## src/source/coherence_pkg.sv

```systemverilog
/*
 * Coherence package
 * Shared geometry of the L1 data cache, the MESI line state
 * and the block type used both as one value and as bus words
 */
package coherence_pkg;

    // Data path geometry
    localparam int word_w          = 32;
    localparam int words_per_block = 2;
    localparam int block_w         = word_w * words_per_block;
    localparam int bytes_per_word  = word_w / 8;

    // Cache geometry, direct mapped
    localparam int num_lines = 8;
    localparam int index_w   = 3;
    localparam int tag_w     = 26;

    // Address split: tag | index | word | byte
    localparam int word_bit  = 2;               // Selects the word in a block
    localparam int index_lsb = word_bit + 1;    // Bits 5 to 3
    localparam int tag_lsb   = index_lsb + index_w; // Bits 31 to 6

    // MESI line state
    typedef enum logic [1:0] {
        invalid   = 2'b00,
        shared    = 2'b01,
        exclusive = 2'b10,
        modified  = 2'b11
    } mesi_t;

    // One cache block
    // raw is the whole block, words[n] is bus beat n
    typedef union packed {
        logic [block_w-1:0]                     raw;
        logic [words_per_block-1:0][word_w-1:0] words;
    } cache_block_u;

endpackage

```

## src/source/cache_tag_array.sv

```systemverilog
/*
 * Cache tag array
 * Holds tag and MESI state per line, looks up the processor
 * and snoop addresses and reports the victim at the processor index
 */
module cache_tag_array (
    input  logic                            CLK,
    input  logic                            rst,
    input  logic [31:0]                     proc_addr,
    input  logic [31:0]                     snoop_addr,
    output coherence_pkg::mesi_t            proc_state,
    output coherence_pkg::mesi_t            snoop_state,
    output logic [coherence_pkg::tag_w-1:0] victim_tag,
    output coherence_pkg::mesi_t            victim_state,
    input  logic                            update_en,
    input  logic [coherence_pkg::index_w-1:0] update_index,
    input  logic [coherence_pkg::tag_w-1:0] update_tag,
    input  coherence_pkg::mesi_t            update_state
);
    import coherence_pkg::*;

    logic [tag_w-1:0] tags [num_lines];   // Tag storage
    mesi_t            states [num_lines]; // Line states

    logic [index_w-1:0] proc_index;
    logic [index_w-1:0] snoop_index;
    logic [tag_w-1:0]   proc_tag;
    logic [tag_w-1:0]   snoop_tag;

    assign proc_index  = proc_addr[index_lsb +: index_w];
    assign snoop_index = snoop_addr[index_lsb +: index_w];
    assign proc_tag    = proc_addr[tag_lsb +: tag_w];
    assign snoop_tag   = snoop_addr[tag_lsb +: tag_w];

    // States are control, all lines invalid out of reset
    always_ff @(posedge CLK) begin
        if (rst) begin
            for (int i = 0; i < num_lines; i++) begin
                states[i] <= invalid;
            end
        end else if (update_en) begin
            states[update_index] <= update_state;
        end
    end

    always_ff @(posedge CLK) begin
        if (update_en) tags[update_index] <= update_tag; // Tag follows the state write
    end

    // Lookups read straight from the registers
    assign proc_state  = (tags[proc_index] == proc_tag) ? states[proc_index] : invalid;
    assign snoop_state = (tags[snoop_index] == snoop_tag) ? states[snoop_index] : invalid;

    // Resident line at the processor index, candidate for eviction
    assign victim_tag   = tags[proc_index];
    assign victim_state = states[proc_index];

endmodule

```

## src/source/cache_data_array.sv

```systemverilog
/*
 * Cache data array
 * Block storage with a byte-enabled processor write and word-wise fill
 */
module cache_data_array (
    input  logic                        CLK,
    input  logic [31:0]                 proc_addr,
    input  logic [31:0]                 snoop_addr,
    output coherence_pkg::cache_block_u proc_block,
    output coherence_pkg::cache_block_u snoop_block,
    input  logic                        cpu_wen,
    input  logic [31:0]                 wdata,
    input  logic [3:0]                  byte_en,
    input  logic                        fill_en,
    input  logic                        fill_word,
    input  logic [31:0]                 fill_data
);
    import coherence_pkg::*;

    cache_block_u blocks [num_lines];

    logic [index_w-1:0] proc_index;
    logic [block_w-1:0] byte_mask;  // Bits touched by a processor write
    logic [block_w-1:0] wdata_wide; // Write word copied into every slot

    assign proc_index = proc_addr[index_lsb +: index_w];

    // Expand byte enables into a bit mask over the whole block
    always_comb begin
        byte_mask = '0;
        for (int b = 0; b < bytes_per_word; b++) begin
            byte_mask[proc_addr[word_bit]*word_w + 8*b +: 8] = {8{byte_en[b]}};
        end
        wdata_wide = {words_per_block{wdata}};
    end

    always_ff @(posedge CLK) begin
        if (fill_en) begin
            blocks[proc_index].words[fill_word] <= fill_data; // One bus beat
        end else if (cpu_wen) begin
            blocks[proc_index].raw <= (blocks[proc_index].raw & ~byte_mask)
                                    | (wdata_wide & byte_mask);
        end
    end

    assign proc_block  = blocks[proc_index];
    assign snoop_block = blocks[snoop_addr[index_lsb +: index_w]]; // Tag checked elsewhere

endmodule

```

## src/source/beat_counter.sv

```systemverilog
/*
 * Beat counter
 * Counts word beats of one block transfer, flags the final beat
 */
module beat_counter (
    input  logic CLK,
    input  logic rst,
    input  logic clear,
    input  logic advance,
    output logic beat,
    output logic last
);
    import coherence_pkg::*;

    localparam logic last_beat = 1'(words_per_block - 1);

    always_ff @(posedge CLK) begin
        if (rst) begin
            beat <= 1'b0;
        end else if (clear) begin
            beat <= 1'b0;
        end else if (advance) begin
            beat <= last ? 1'b0 : beat + 1'b1; // Wrap after the final word
        end
    end

    assign last = (beat == last_beat);

endmodule

```

## src/source/coherence_fsm.sv

```systemverilog
/*
 * Coherence controller
 * Serves processor hits and misses, writebacks, read-exclusive
 * upgrades and snoop responses for the MESI L1 cache
 */
module coherence_fsm (
    input  logic                            CLK,
    input  logic                            rst,
    input  logic                            ren,
    input  logic                            wen,
    input  logic [31:0]                     addr,
    output logic                            busy,
    input  coherence_pkg::mesi_t            proc_state,
    input  coherence_pkg::mesi_t            snoop_state,
    input  coherence_pkg::mesi_t            victim_state,
    input  logic [coherence_pkg::tag_w-1:0] victim_tag,
    input  logic                            dwait,
    input  logic                            ccexclusive,
    output logic                            dREN,
    output logic                            dWEN,
    output logic                            ccwrite,
    output logic [31:0]                     daddr,
    input  logic                            ccwait,
    input  logic                            ccinv,
    input  logic [31:0]                     ccsnoopaddr,
    output logic                            ccsnoophit,
    output logic                            ccdirty,
    output logic                            ccsnoopdone,
    output logic                            update_en,
    output logic [coherence_pkg::tag_w-1:0] update_tag,
    output coherence_pkg::mesi_t            update_state,
    output logic                            cpu_wen,
    output logic                            fill_en,
    output logic                            beat_clear,
    output logic                            beat_advance,
    input  logic                            beat,
    input  logic                            last,
    output logic                            wb_select
);
    import coherence_pkg::*;

    typedef enum logic [2:0] {
        idle,
        writeback,
        fill,
        complete,
        snoop_reply,
        supply
    } state_t;

    state_t state;
    state_t next_state;

    logic [index_w-1:0] proc_index;
    logic [tag_w-1:0]   proc_tag;
    logic               proc_hit;
    logic               write_ok;

    assign proc_index = addr[index_lsb +: index_w];
    assign proc_tag   = addr[tag_lsb +: tag_w];
    assign proc_hit   = (proc_state != invalid);
    assign write_ok   = (proc_state == exclusive) || (proc_state == modified); // No bus needed

    always_ff @(posedge CLK) begin
        if (rst) state <= idle;
        else     state <= next_state;
    end

    always_comb begin
        next_state   = state;
        busy         = ren || wen;     // Low only when a request completes
        dREN         = 1'b0;
        dWEN         = 1'b0;
        ccwrite      = 1'b0;
        daddr        = {proc_tag, proc_index, beat, {word_bit{1'b0}}};
        ccsnoophit   = 1'b0;
        ccdirty      = 1'b0;
        ccsnoopdone  = 1'b0;
        update_en    = 1'b0;
        update_tag   = proc_tag;
        update_state = modified;
        cpu_wen      = 1'b0;
        fill_en      = 1'b0;
        beat_clear   = 1'b0;
        beat_advance = 1'b0;
        wb_select    = 1'b0;

        case (state)
            idle: begin
                beat_clear = 1'b1;
                if (ccwait) begin
                    next_state = snoop_reply; // Snoop wins over the processor
                end else if (ren && proc_hit) begin
                    busy = 1'b0;
                end else if (wen && write_ok) begin
                    busy      = 1'b0;
                    cpu_wen   = 1'b1;
                    update_en = 1'b1; // E or M becomes M
                end else if (ren || wen) begin
                    // Miss or write to Shared, evict a dirty victim first
                    next_state = (victim_state == modified) ? writeback : fill;
                end
            end

            writeback: begin
                dWEN         = 1'b1;
                daddr        = {victim_tag, proc_index, beat, {word_bit{1'b0}}};
                beat_advance = !dwait;
                if (!dwait && last) next_state = fill;
            end

            fill: begin
                dREN         = 1'b1;
                ccwrite      = wen;     // Read-exclusive for a write
                fill_en      = !dwait;
                beat_advance = !dwait;
                if (!dwait && last) begin
                    update_en = 1'b1;
                    if (wen)              update_state = modified;
                    else if (ccexclusive) update_state = exclusive;
                    else                  update_state = shared;
                    next_state = complete;
                end
            end

            complete: begin
                busy       = 1'b0;
                cpu_wen    = wen; // Merge the write into the new line
                next_state = idle;
            end

            snoop_reply: begin
                wb_select    = 1'b1;
                ccsnoopdone  = 1'b1; // One-cycle pulse
                ccsnoophit   = (snoop_state != invalid);
                ccdirty      = (snoop_state == modified);
                update_tag   = ccsnoopaddr[tag_lsb +: tag_w];
                update_state = ccinv ? invalid : shared;
                if (snoop_state == modified) begin
                    next_state = supply;
                end else begin
                    update_en  = (snoop_state != invalid);
                    next_state = idle;
                end
            end

            supply: begin
                // Dirty block goes out on dstore, state drops after the last beat
                wb_select    = 1'b1;
                ccsnoophit   = 1'b1;
                ccdirty      = 1'b1;
                beat_advance = !dwait;
                update_tag   = ccsnoopaddr[tag_lsb +: tag_w];
                update_state = ccinv ? invalid : shared;
                if (!dwait && last) begin
                    update_en  = 1'b1;
                    next_state = idle;
                end
            end

            default: next_state = idle;
        endcase
    end

endmodule

```

## src/source/l1_coherent_cache.sv

```systemverilog
/*
 * Coherent L1 data cache
 * Direct-mapped MESI cache between the processor port and the snooping bus
 */
module l1_coherent_cache (
    input  logic        CLK,
    input  logic        rst,
    input  logic        ren,
    input  logic        wen,
    input  logic [31:0] addr,
    input  logic [31:0] wdata,
    input  logic [3:0]  byte_en,
    output logic [31:0] rdata,
    output logic        busy,
    output logic        dREN,
    output logic        dWEN,
    output logic        ccwrite,
    output logic [31:0] daddr,
    output logic [31:0] dstore,
    input  logic [31:0] dload,
    input  logic        dwait,
    input  logic        ccexclusive,
    input  logic        ccwait,
    input  logic        ccinv,
    input  logic [31:0] ccsnoopaddr,
    output logic        ccsnoophit,
    output logic        ccdirty,
    output logic        ccsnoopdone
);
    import coherence_pkg::*;

    mesi_t              proc_state, snoop_state, victim_state;
    logic [tag_w-1:0]   victim_tag;
    logic               update_en;
    logic [index_w-1:0] update_index;
    logic [tag_w-1:0]   update_tag;
    mesi_t              update_state;
    logic               cpu_wen, fill_en;
    logic               beat_clear, beat_advance;
    logic               beat, last;
    logic               wb_select;      // High while serving a snoop
    cache_block_u       proc_block, snoop_block;

    // Snoop updates go to the snooped line, all others to the processor line
    assign update_index = wb_select ? ccsnoopaddr[index_lsb +: index_w]
                                    : addr[index_lsb +: index_w];

    assign rdata  = proc_block.words[addr[word_bit]];
    assign dstore = wb_select ? snoop_block.words[beat] : proc_block.words[beat];

    cache_tag_array tags (
        .CLK, .rst,
        .proc_addr(addr), .snoop_addr(ccsnoopaddr),
        .proc_state, .snoop_state, .victim_tag, .victim_state,
        .update_en, .update_index, .update_tag, .update_state
    );

    cache_data_array data (
        .CLK,
        .proc_addr(addr), .snoop_addr(ccsnoopaddr),
        .proc_block, .snoop_block,
        .cpu_wen, .wdata, .byte_en,
        .fill_en, .fill_word(beat), .fill_data(dload)
    );

    beat_counter beats (
        .CLK, .rst,
        .clear(beat_clear), .advance(beat_advance),
        .beat, .last
    );

    coherence_fsm ctrl (
        .CLK, .rst,
        .ren, .wen, .addr, .busy,
        .proc_state, .snoop_state, .victim_state, .victim_tag,
        .dwait, .ccexclusive, .dREN, .dWEN, .ccwrite, .daddr,
        .ccwait, .ccinv, .ccsnoopaddr, .ccsnoophit, .ccdirty, .ccsnoopdone,
        .update_en, .update_tag, .update_state, .cpu_wen, .fill_en,
        .beat_clear, .beat_advance, .beat, .last,
        .wb_select
    );

endmodule

```

## config.mk

```make
export PLATFORM = sky130hd
export DESIGN_NAME = l1_coherent_cache
export DESIGN_NICKNAME = d
export VERILOG_FILES = /design/src/source/coherence_pkg.sv /design/src/source/cache_tag_array.sv /design/src/source/cache_data_array.sv /design/src/source/beat_counter.sv /design/src/source/coherence_fsm.sv /design/src/source/l1_coherent_cache.sv
export SDC_FILE = /design/constraint.sdc
export NUM_CORES = 1
export LEC_CHECK = 0
export BUFFER_PORTS_ARGS = -buffer_cell sky130_fd_sc_hd__buf_2
export CAP_MARGIN = 5
export CORE_ASPECT_RATIO = 0.9
export CORE_MARGIN = 2
export CORE_UTILIZATION = 25
export DETAILED_ROUTE_END_ITERATION = 16
export PLACE_DENSITY_LB_ADDON = 0.15
export SYNTH_ARGS = -nofsm -noshare
export SYNTH_HDL_FRONTEND = slang
export SYNTH_SLANG_ARGS = --single-unit
```

## constraint.sdc

```tcl
create_clock -name CLK -period 6.7 [get_ports CLK]
set_input_delay 0.335 -clock CLK [delete_from_list [all_inputs] [get_ports CLK]]
set_output_delay 0.335 -clock CLK [all_outputs]
set_load 0.005 [all_outputs]
```

---- Word-level counts from Yosys, hierarchy flattened ----
Memories as Yosys holds them, arrays and structs flattened.
Cells that the tools add are included.
W data, S select, Z words.
cells by class
  add/sub/neg operators ................... 8
  order comparisons ....................... 3
  equality and inequality tests ........... 17
  shift operators ......................... 8
  muxes and demuxes ....................... 132
  bitwise operators ....................... 69
  reductions and logical operators ........ 16
operators by type and width
  cell                       number
  $mux W32                   9
  $shift A8 B34 Y64 const A  4
  $shiftx A8 B34 Y64         4
  $and A64 B64 Y64           3
  $bwmux W64                 3
  $neg A32 Y34               3
  $mux W1                    93
  $mux W64                   1
  $not A64 Y64               1
  $or A1 B1 Y1               64
  $or A64 B64 Y64            1
  $eq A26 B26 Y1             2
  $neg A6 Y34                1
  $demux W32 S1              1
  $mux W3                    10
  $mux W26                   1
  $pmux W3 S5                1
  $add A6 B5 Y7 const B      2
  $mux W2                    7
  $eq A2 B2 Y1 const B       4
  $pmux W1 S2                4
  $reduce_or A2 Y1           4
  $add A6 B4 Y7 const B      1
  $eq A3 B2 Y1 const B       2
  other kinds (17)           27
storage, ports and cells
  bits in registers ....................... 4
  memory bits (writable) .................. 736
  input bits .............................. 140
  output and inout port bits .............. 103
  word-level logic and storage cells ...... 258
  memories kept ........................... 3
memories
  memory       depth  bits a word  read ports  clocked after memory_dff  write ports  RTL line                RTL
  data.blocks  8      64           2           0                         1            cache_data_array.sv:20  cache_block_u blocks [num_lines];
  tags.tags    8      26           2           0                         1            cache_tag_array.sv:22   logic [tag_w-1:0] tags [num_lines];
  tags.states  8      2            2           0                         8            cache_tag_array.sv:23   mesi_t states [num_lines];

---- Longest topological paths before layout ----
An unclocked memory read counts as a cell.
  depth after elaboration ................. 15
  mapped depth ............................ 15
  depth with buffers taken out ............ 12

---- Modules after synthesis ----
Synthesis repeated with hierarchy kept, for this count alone.
unflattened totals
  cell total of the unflattened synthesis .. 2276
  area total of the unflattened synthesis .. 38075.3 um^2
by module, submodules not included
  module             times used  cells an instance  area each (um^2)  seq. area each (um^2)
  cache_data_array   1           1351               24541.0           15374.7
  cache_tag_array    1           662                11157.0           6726.5
  l1_coherent_cache  1           79                 1232.4            0.0
  coherence_fsm      1           180                1098.6            60.1
  beat_counter       1           4                  46.3              20.0

---- Worst setup path after synthesis ----
No wires, ideal clock.
  path kind ............................... input port to flip-flop
  from .................................... in addr[3]
  to ...................................... mem data.blocks[2][32] in the netlist's numbering (enable)
  library setup time ...................... 0.470 ns
  arrival time ............................ 4.722 ns
  data required time ...................... 6.230 ns
  setup slack ............................. 1.507 ns
  cell stages on the path ................. 12
  buffers on the path ..................... 4
  cell sequence ........................... buf_4 -> buf_6 -> buf_6 -> mux2_2 -> o22ai_1 -> nor3_1 -> nor4b_1 -> nand4_1 -> and4b_1 -> a31oi_4 -> buf_2 -> a21boi_0
on the way
  word-level cells in the longest chain between the ends .. 14
  elaborated cells on any way between the ends .. 18
  those cells by class .................... eq/ne: 3; mux: 8; bitwise: 1; reduce/logical: 4; memory: 2
RTL lines
  what                           RTL line                 RTL
  start, declared                l1_coherent_cache.sv:10  input logic [31:0] addr,
  $mem_v2 Z8 W26                 n/a
  $eq A26 B26 Y1                 cache_tag_array.sv:51    assign proc_state = (tags[proc_index] == proc_tag) ? states[proc_index] : invalid;
  $mux W2                        cache_tag_array.sv:51
  $eq A2 B2 Y1                   coherence_fsm.sv:62      assign write_ok = (proc_state == exclusive) || (proc_state == modified);
  $logic_or A1 B1 Y1             coherence_fsm.sv:62
  $logic_and A1 B1 Y1            coherence_fsm.sv:95      end else if (wen && write_ok) begin
  $mux W1                        coherence_fsm.sv:95
  $mux W1                        coherence_fsm.sv:93      end else if (ren && proc_hit) begin
  $mux W1                        coherence_fsm.sv:91      if (ccwait) begin
  $pmux W1 S2                    coherence_fsm.sv:88      case (state)
  $mux W1                        cache_data_array.sv:40   end else if (cpu_wen) begin
  $mux W1                        cache_data_array.sv:38   if (fill_en) begin
  $mux W1 (implied by the code)  cache_data_array.sv:41   blocks[proc_index].raw <= (blocks[proc_index].raw & ~byte_mask)
  $or A1 B1 Y1 (no source line)  n/a
  end, declared                  cache_data_array.sv:20
Parallel ways exist; a longest one is shown, timed or not.

---- Worst setup path in the final report ----
  from .................................... in addr[3]
  to ...................................... out dstore[25]
on the way
  word-level cells in the longest chain between the ends .. 4
RTL lines
  what                                         RTL line                 RTL
  $mem_v2 Z8 W64                               n/a
  $mux W32 (implied by the code) (2 in a row)  l1_coherent_cache.sv:49  assign dstore = wb_select ? snoop_block.words[beat] : proc_block.words[beat];
  $mux W32                                     l1_coherent_cache.sv:49
  end, declared                                l1_coherent_cache.sv:19  output logic [31:0] dstore,
No other way between the ends. The select of a mux whose other input is x is not followed.

==> results list <==
- The run finished with clean final reports.
* CP Depth: 12
- Half-perimeter wire length after placement: 85.1 mm
- Counting the buffers created by CTS gives 91.
- Hold timing on the final database bottoms out at a slack of 0.0884 ns.
- Total negative slack: 0 ns
- Arrival time reported for the critical path endpoint: 4.72 ns
- Floorplan die width: 411 µm
- The number of cells on the worst reg-to-reg path is 9.
- LEAKAGE: between 10 and 15 nW
- Core Area: roughly 150,000 µm²
- Pin count of the biggest net entering global routing: 83
- In the synthesized netlist the dominant register cell turns out to be edfxtp_1.
* Worst path max stage delay: 0.69 ns
* Number of design-rule violations left by the first detailed-router iteration: 2,385
* Number of buffers added on ports: 235
* Number of flops mapped to enable cells by yosys: 736
- Setup slack of the worst register-to-register path: roughly 2.2 ns
- Area grow syn2layout: 18.6%
- Via/cell ratio: between 5 and 6
- In this run the critical register-to-register path is captured at data.blocks[6][45].
- Post-layout minimum cycle time: 5.06 ns
- End point of the critical path: dstore[25]
- The H-tree was split into 3 levels.
* Gate Count Post-Synth: around 2,500
- Die area: 152,000 µm²
- Endpoint required time on the critical path: 6.36 ns
* Number of nets in the finished design: 2,830
- Of the cells placed in the final design, the portion with a size suffix greater than 1 is 0.301.
* Routed length per placed instance: 29.8 µm
* Worst Setup Start Kind: input port
* Largest driver fanout on the critical path: 82
- For the pin with the worst max-slew slack, the measured transition is around 1.1 ns.
* Number of remaining DRC errors: 0
* Seq/Total Area, Yosys: 0.595
- CP bufs+invs: 6
- The clock arrives with 0.0474 ns of skew.
- Cell Pwr Density: 278 nW/µm²
* Worst voltage drop across the vdd grid: around 0.18 mV
- The first global-routing pass estimated 197 mm of wire.
* Unrepaired setup endpoints after global routing: false
- Number of placement rows: 134
- The worst setup path is of the in -> out kind.
- Hold violation total from the final report: 0
- Setup violations remaining at the end of the flow were counted as 0.
- Summing every instance area after synthesis gives 37,300 µm².
- In the finished design, the share of the clock period the worst path needs comes to 0.755.
* Mean post-synth cell area: 15.1 µm²
* Number of synthesized register bits: 740
- Measured against its own limit, the worst slew margin works out to 0.281.
- The number of antenna violations at the first check in global routing is 18.
- Setup crit end kind: primary output
* Warnings from Yosys: 0
* TritonCTS clock tree: done
- Initial Utilization: 0.252
* Number of global-route vias before repair: ~26,000
- The kind of cell with the highest combined delay along the critical path is buffers and inverters.
- Number of max-capacitance violations reported: 0
* Max Slew Vio Count: 0
* # resized after CTS: 0
* Post-synth ARST share: 0
* Clock edge transition at the registers on the reported setup and hold paths: ~0.050 ns
- Post-route total power: 12.3 mW
- Via total after detailed routing: 24,900
* Achievable clock frequency: 198 MHz
* Final setup margin: 1.64 ns
* Die Span Y: 370 µm
- Source of the worst register-to-register timing path: tags.tags[7][22]
- In this run the deepest clock path goes through 3 buffers.
* Clock insertion delay at the later pin of the skew report: 0.72 ns
- Number of sinks handled by clock tree synthesis: 740
- The first detailed-routing pass took 5 iterations.
* Global route total overflow: 0
- The congestion estimate from routability-driven global placement came to around 0.81.
- Post-CTS repair timing setup buffer count: 0
- The tree is rooted in a clkbuf_16.
- Cell type of the slowest stage on the worst timing path: and2_2
- Most common cell type on the critical path: buf_4
* Detailed-route wire length: 141 mm
- Post-detailed-route count of antenna-violating nets: 0
- Synth unique cells: 59
* Path category of the worst min-delay check: in -> reg
* Number of cells on the worst hold path: 4
* Launching instance or port of the critical path: addr[3]
- Number of I/O pins: 243
- For this run, the total global-route usage over all layers was measured as 0.182.
* Pre-CTS setup slack: between 1 and 1.5 ns
* Cells along the critical path: clkbuf_8 > buf_4 > buf_4 > and2_2 > buf_4 > buf_4 > a22o_1 > a221oi_1 > nand3_1 > o21ai_0 > o21ai_0 > buf_2
==> metrics by stage <==
step                       util  area [µm²]  cells
after global placement    0.278       41200   4565
final                     0.298       44200   4742
after global routing      0.298       44200   4741
after floorplan               -       37300   2468
after CTS                 0.298       44200   4737
after detailed placement  0.278       41200   4565
==> what timing repair did <==
| action | 4_1_cts | 5_1_grt |
|---|---|---|
| hold endpoints to repair | 2 | 0 |
| setup endpoints to repair | 0 | 0 |
| hold buffers | 2 | 0 |
==> metal layers <==
metal,wire length [µm],vias up,GRT usage,share of wire
met2,67300,946,0.298,0.48
met1,61100,13200,0.243,0.43
met4,4350,12,0.0628,0.031
met5,85,-,0,0.00060
met3,8620,243,0.0301,0.061
li1,-,10500,-,-
==> cell families (layout without fill, tap and decap cells) <==
group,after synthesis,in the layout,synth area share
flops,740,740,0.595
compound gates,478,478,0.0904
mux,570,570,0.229
xor+xnor,36,36,0.00845
other cells,1,7,0.000101
simple gates,427,427,0.0523
fa+ha+maj,2,2,0.000671
buf+inv,213,510,0.0247
==> cell usage in the layout, fill, tap and decap left out, types with 26 or more instances in the layout <==
master     count
edfxtp_1     736
buf_2        230
mux4_2       207
nand2_1      201
mux2i_1      173
a22oi_1      134
mux2_2       127
clkbuf_16     92
o21ai_0       85
buf_4         80
nor2_1        63
mux2_1        63
a221oi_1      56
nand3_1       52
a21oi_1       49
a22o_1        39
o211ai_1      33
xnor2_1       26
==> worst min path at each step <==
stage / from / to
3_3_place_gp: beats.beat / beats.beat
5_1_grt: dload[3] / data.blocks[6][3]
2_1_floorplan: ccwait / ctrl.state[2]
4_1_cts: ren / ctrl.state[0]
6_report: ren / ctrl.state[0]
3_5_place_dp: beats.beat / beats.beat
==> cell usage after synthesis (8+ instances only) <==
cell type	n	area share
edfxtp_1	736	0.59
mux4_2	207	0.12
nand2_1	201	0.020
mux2i_1	173	0.046
a22oi_1	134	0.027
mux2_2	127	0.038
clkbuf_1	109	0.011
o21ai_0	85	0.011
nor2_1	76	0.0076
mux2_1	63	0.019
a21oi_1	59	0.0079
a221oi_1	56	0.013
nand3_1	52	0.0070
buf_2	42	0.0056
a22o_1	39	0.0092
buf_1	35	0.0035
o211ai_1	33	0.0066
xnor2_1	26	0.0061
nor4_1	22	0.0037
buf_4	14	0.0028
a21boi_0	12	0.0024
o22ai_1	12	0.0020
nand4_1	11	0.0018
inv_1	10	0.0010
nor3_1	10	0.0013
xor2_1	10	0.0023
nand2b_1	9	0.0015
nor2b_1	8	0.0013
o21bai_1	8	0.0016
==> sequential cells by signal (all words and copies together), names as in the netlist <==
register and flops:
ctrl.state 3, tags.tags 208, data.blocks 512, tags.states 16, beats.beat 1
==> worst reg2reg max path, stage by stage, from the launching register on <==
cell and delay (ns):
edfxtp_1 0.37, mux4_2 0.49, mux2i_1 0.22, xnor2_1 0.33
a21oi_1 0.12, and4_1 0.30, and4b_1 0.28, a31oi_4 0.71
buf_4 0.69, mux2_1 0.65
==> layout make-up <==
| cell class | count | area [µm²] |
|---|---|---|
| clock inverters | 62 | 612 |
| repair buffers | 329 | 2090 |
| inverters | 11 | 41.3 |
| flip-flops and latches | 740 | 22200 |
| clock buffers | 108 | 2360 |
| diodes | 5 | 12.5 |
| multi-input cells | 1515 | 14500 |
| fillers | 14800 | 104000 |
| well taps | 1972 | 2470 |
==> where the power goes <==
part | switching, mW | internal (mW) | leakage [nW]
registers | 0.0558 | 5.29 | 6.68
clock network | 2.03 | 2.87 | 1.44
logic | 1.37 | 0.673 | 6.46
total | 3.45 | 8.83 | 14.6
(Power assumes the default switching activity.)
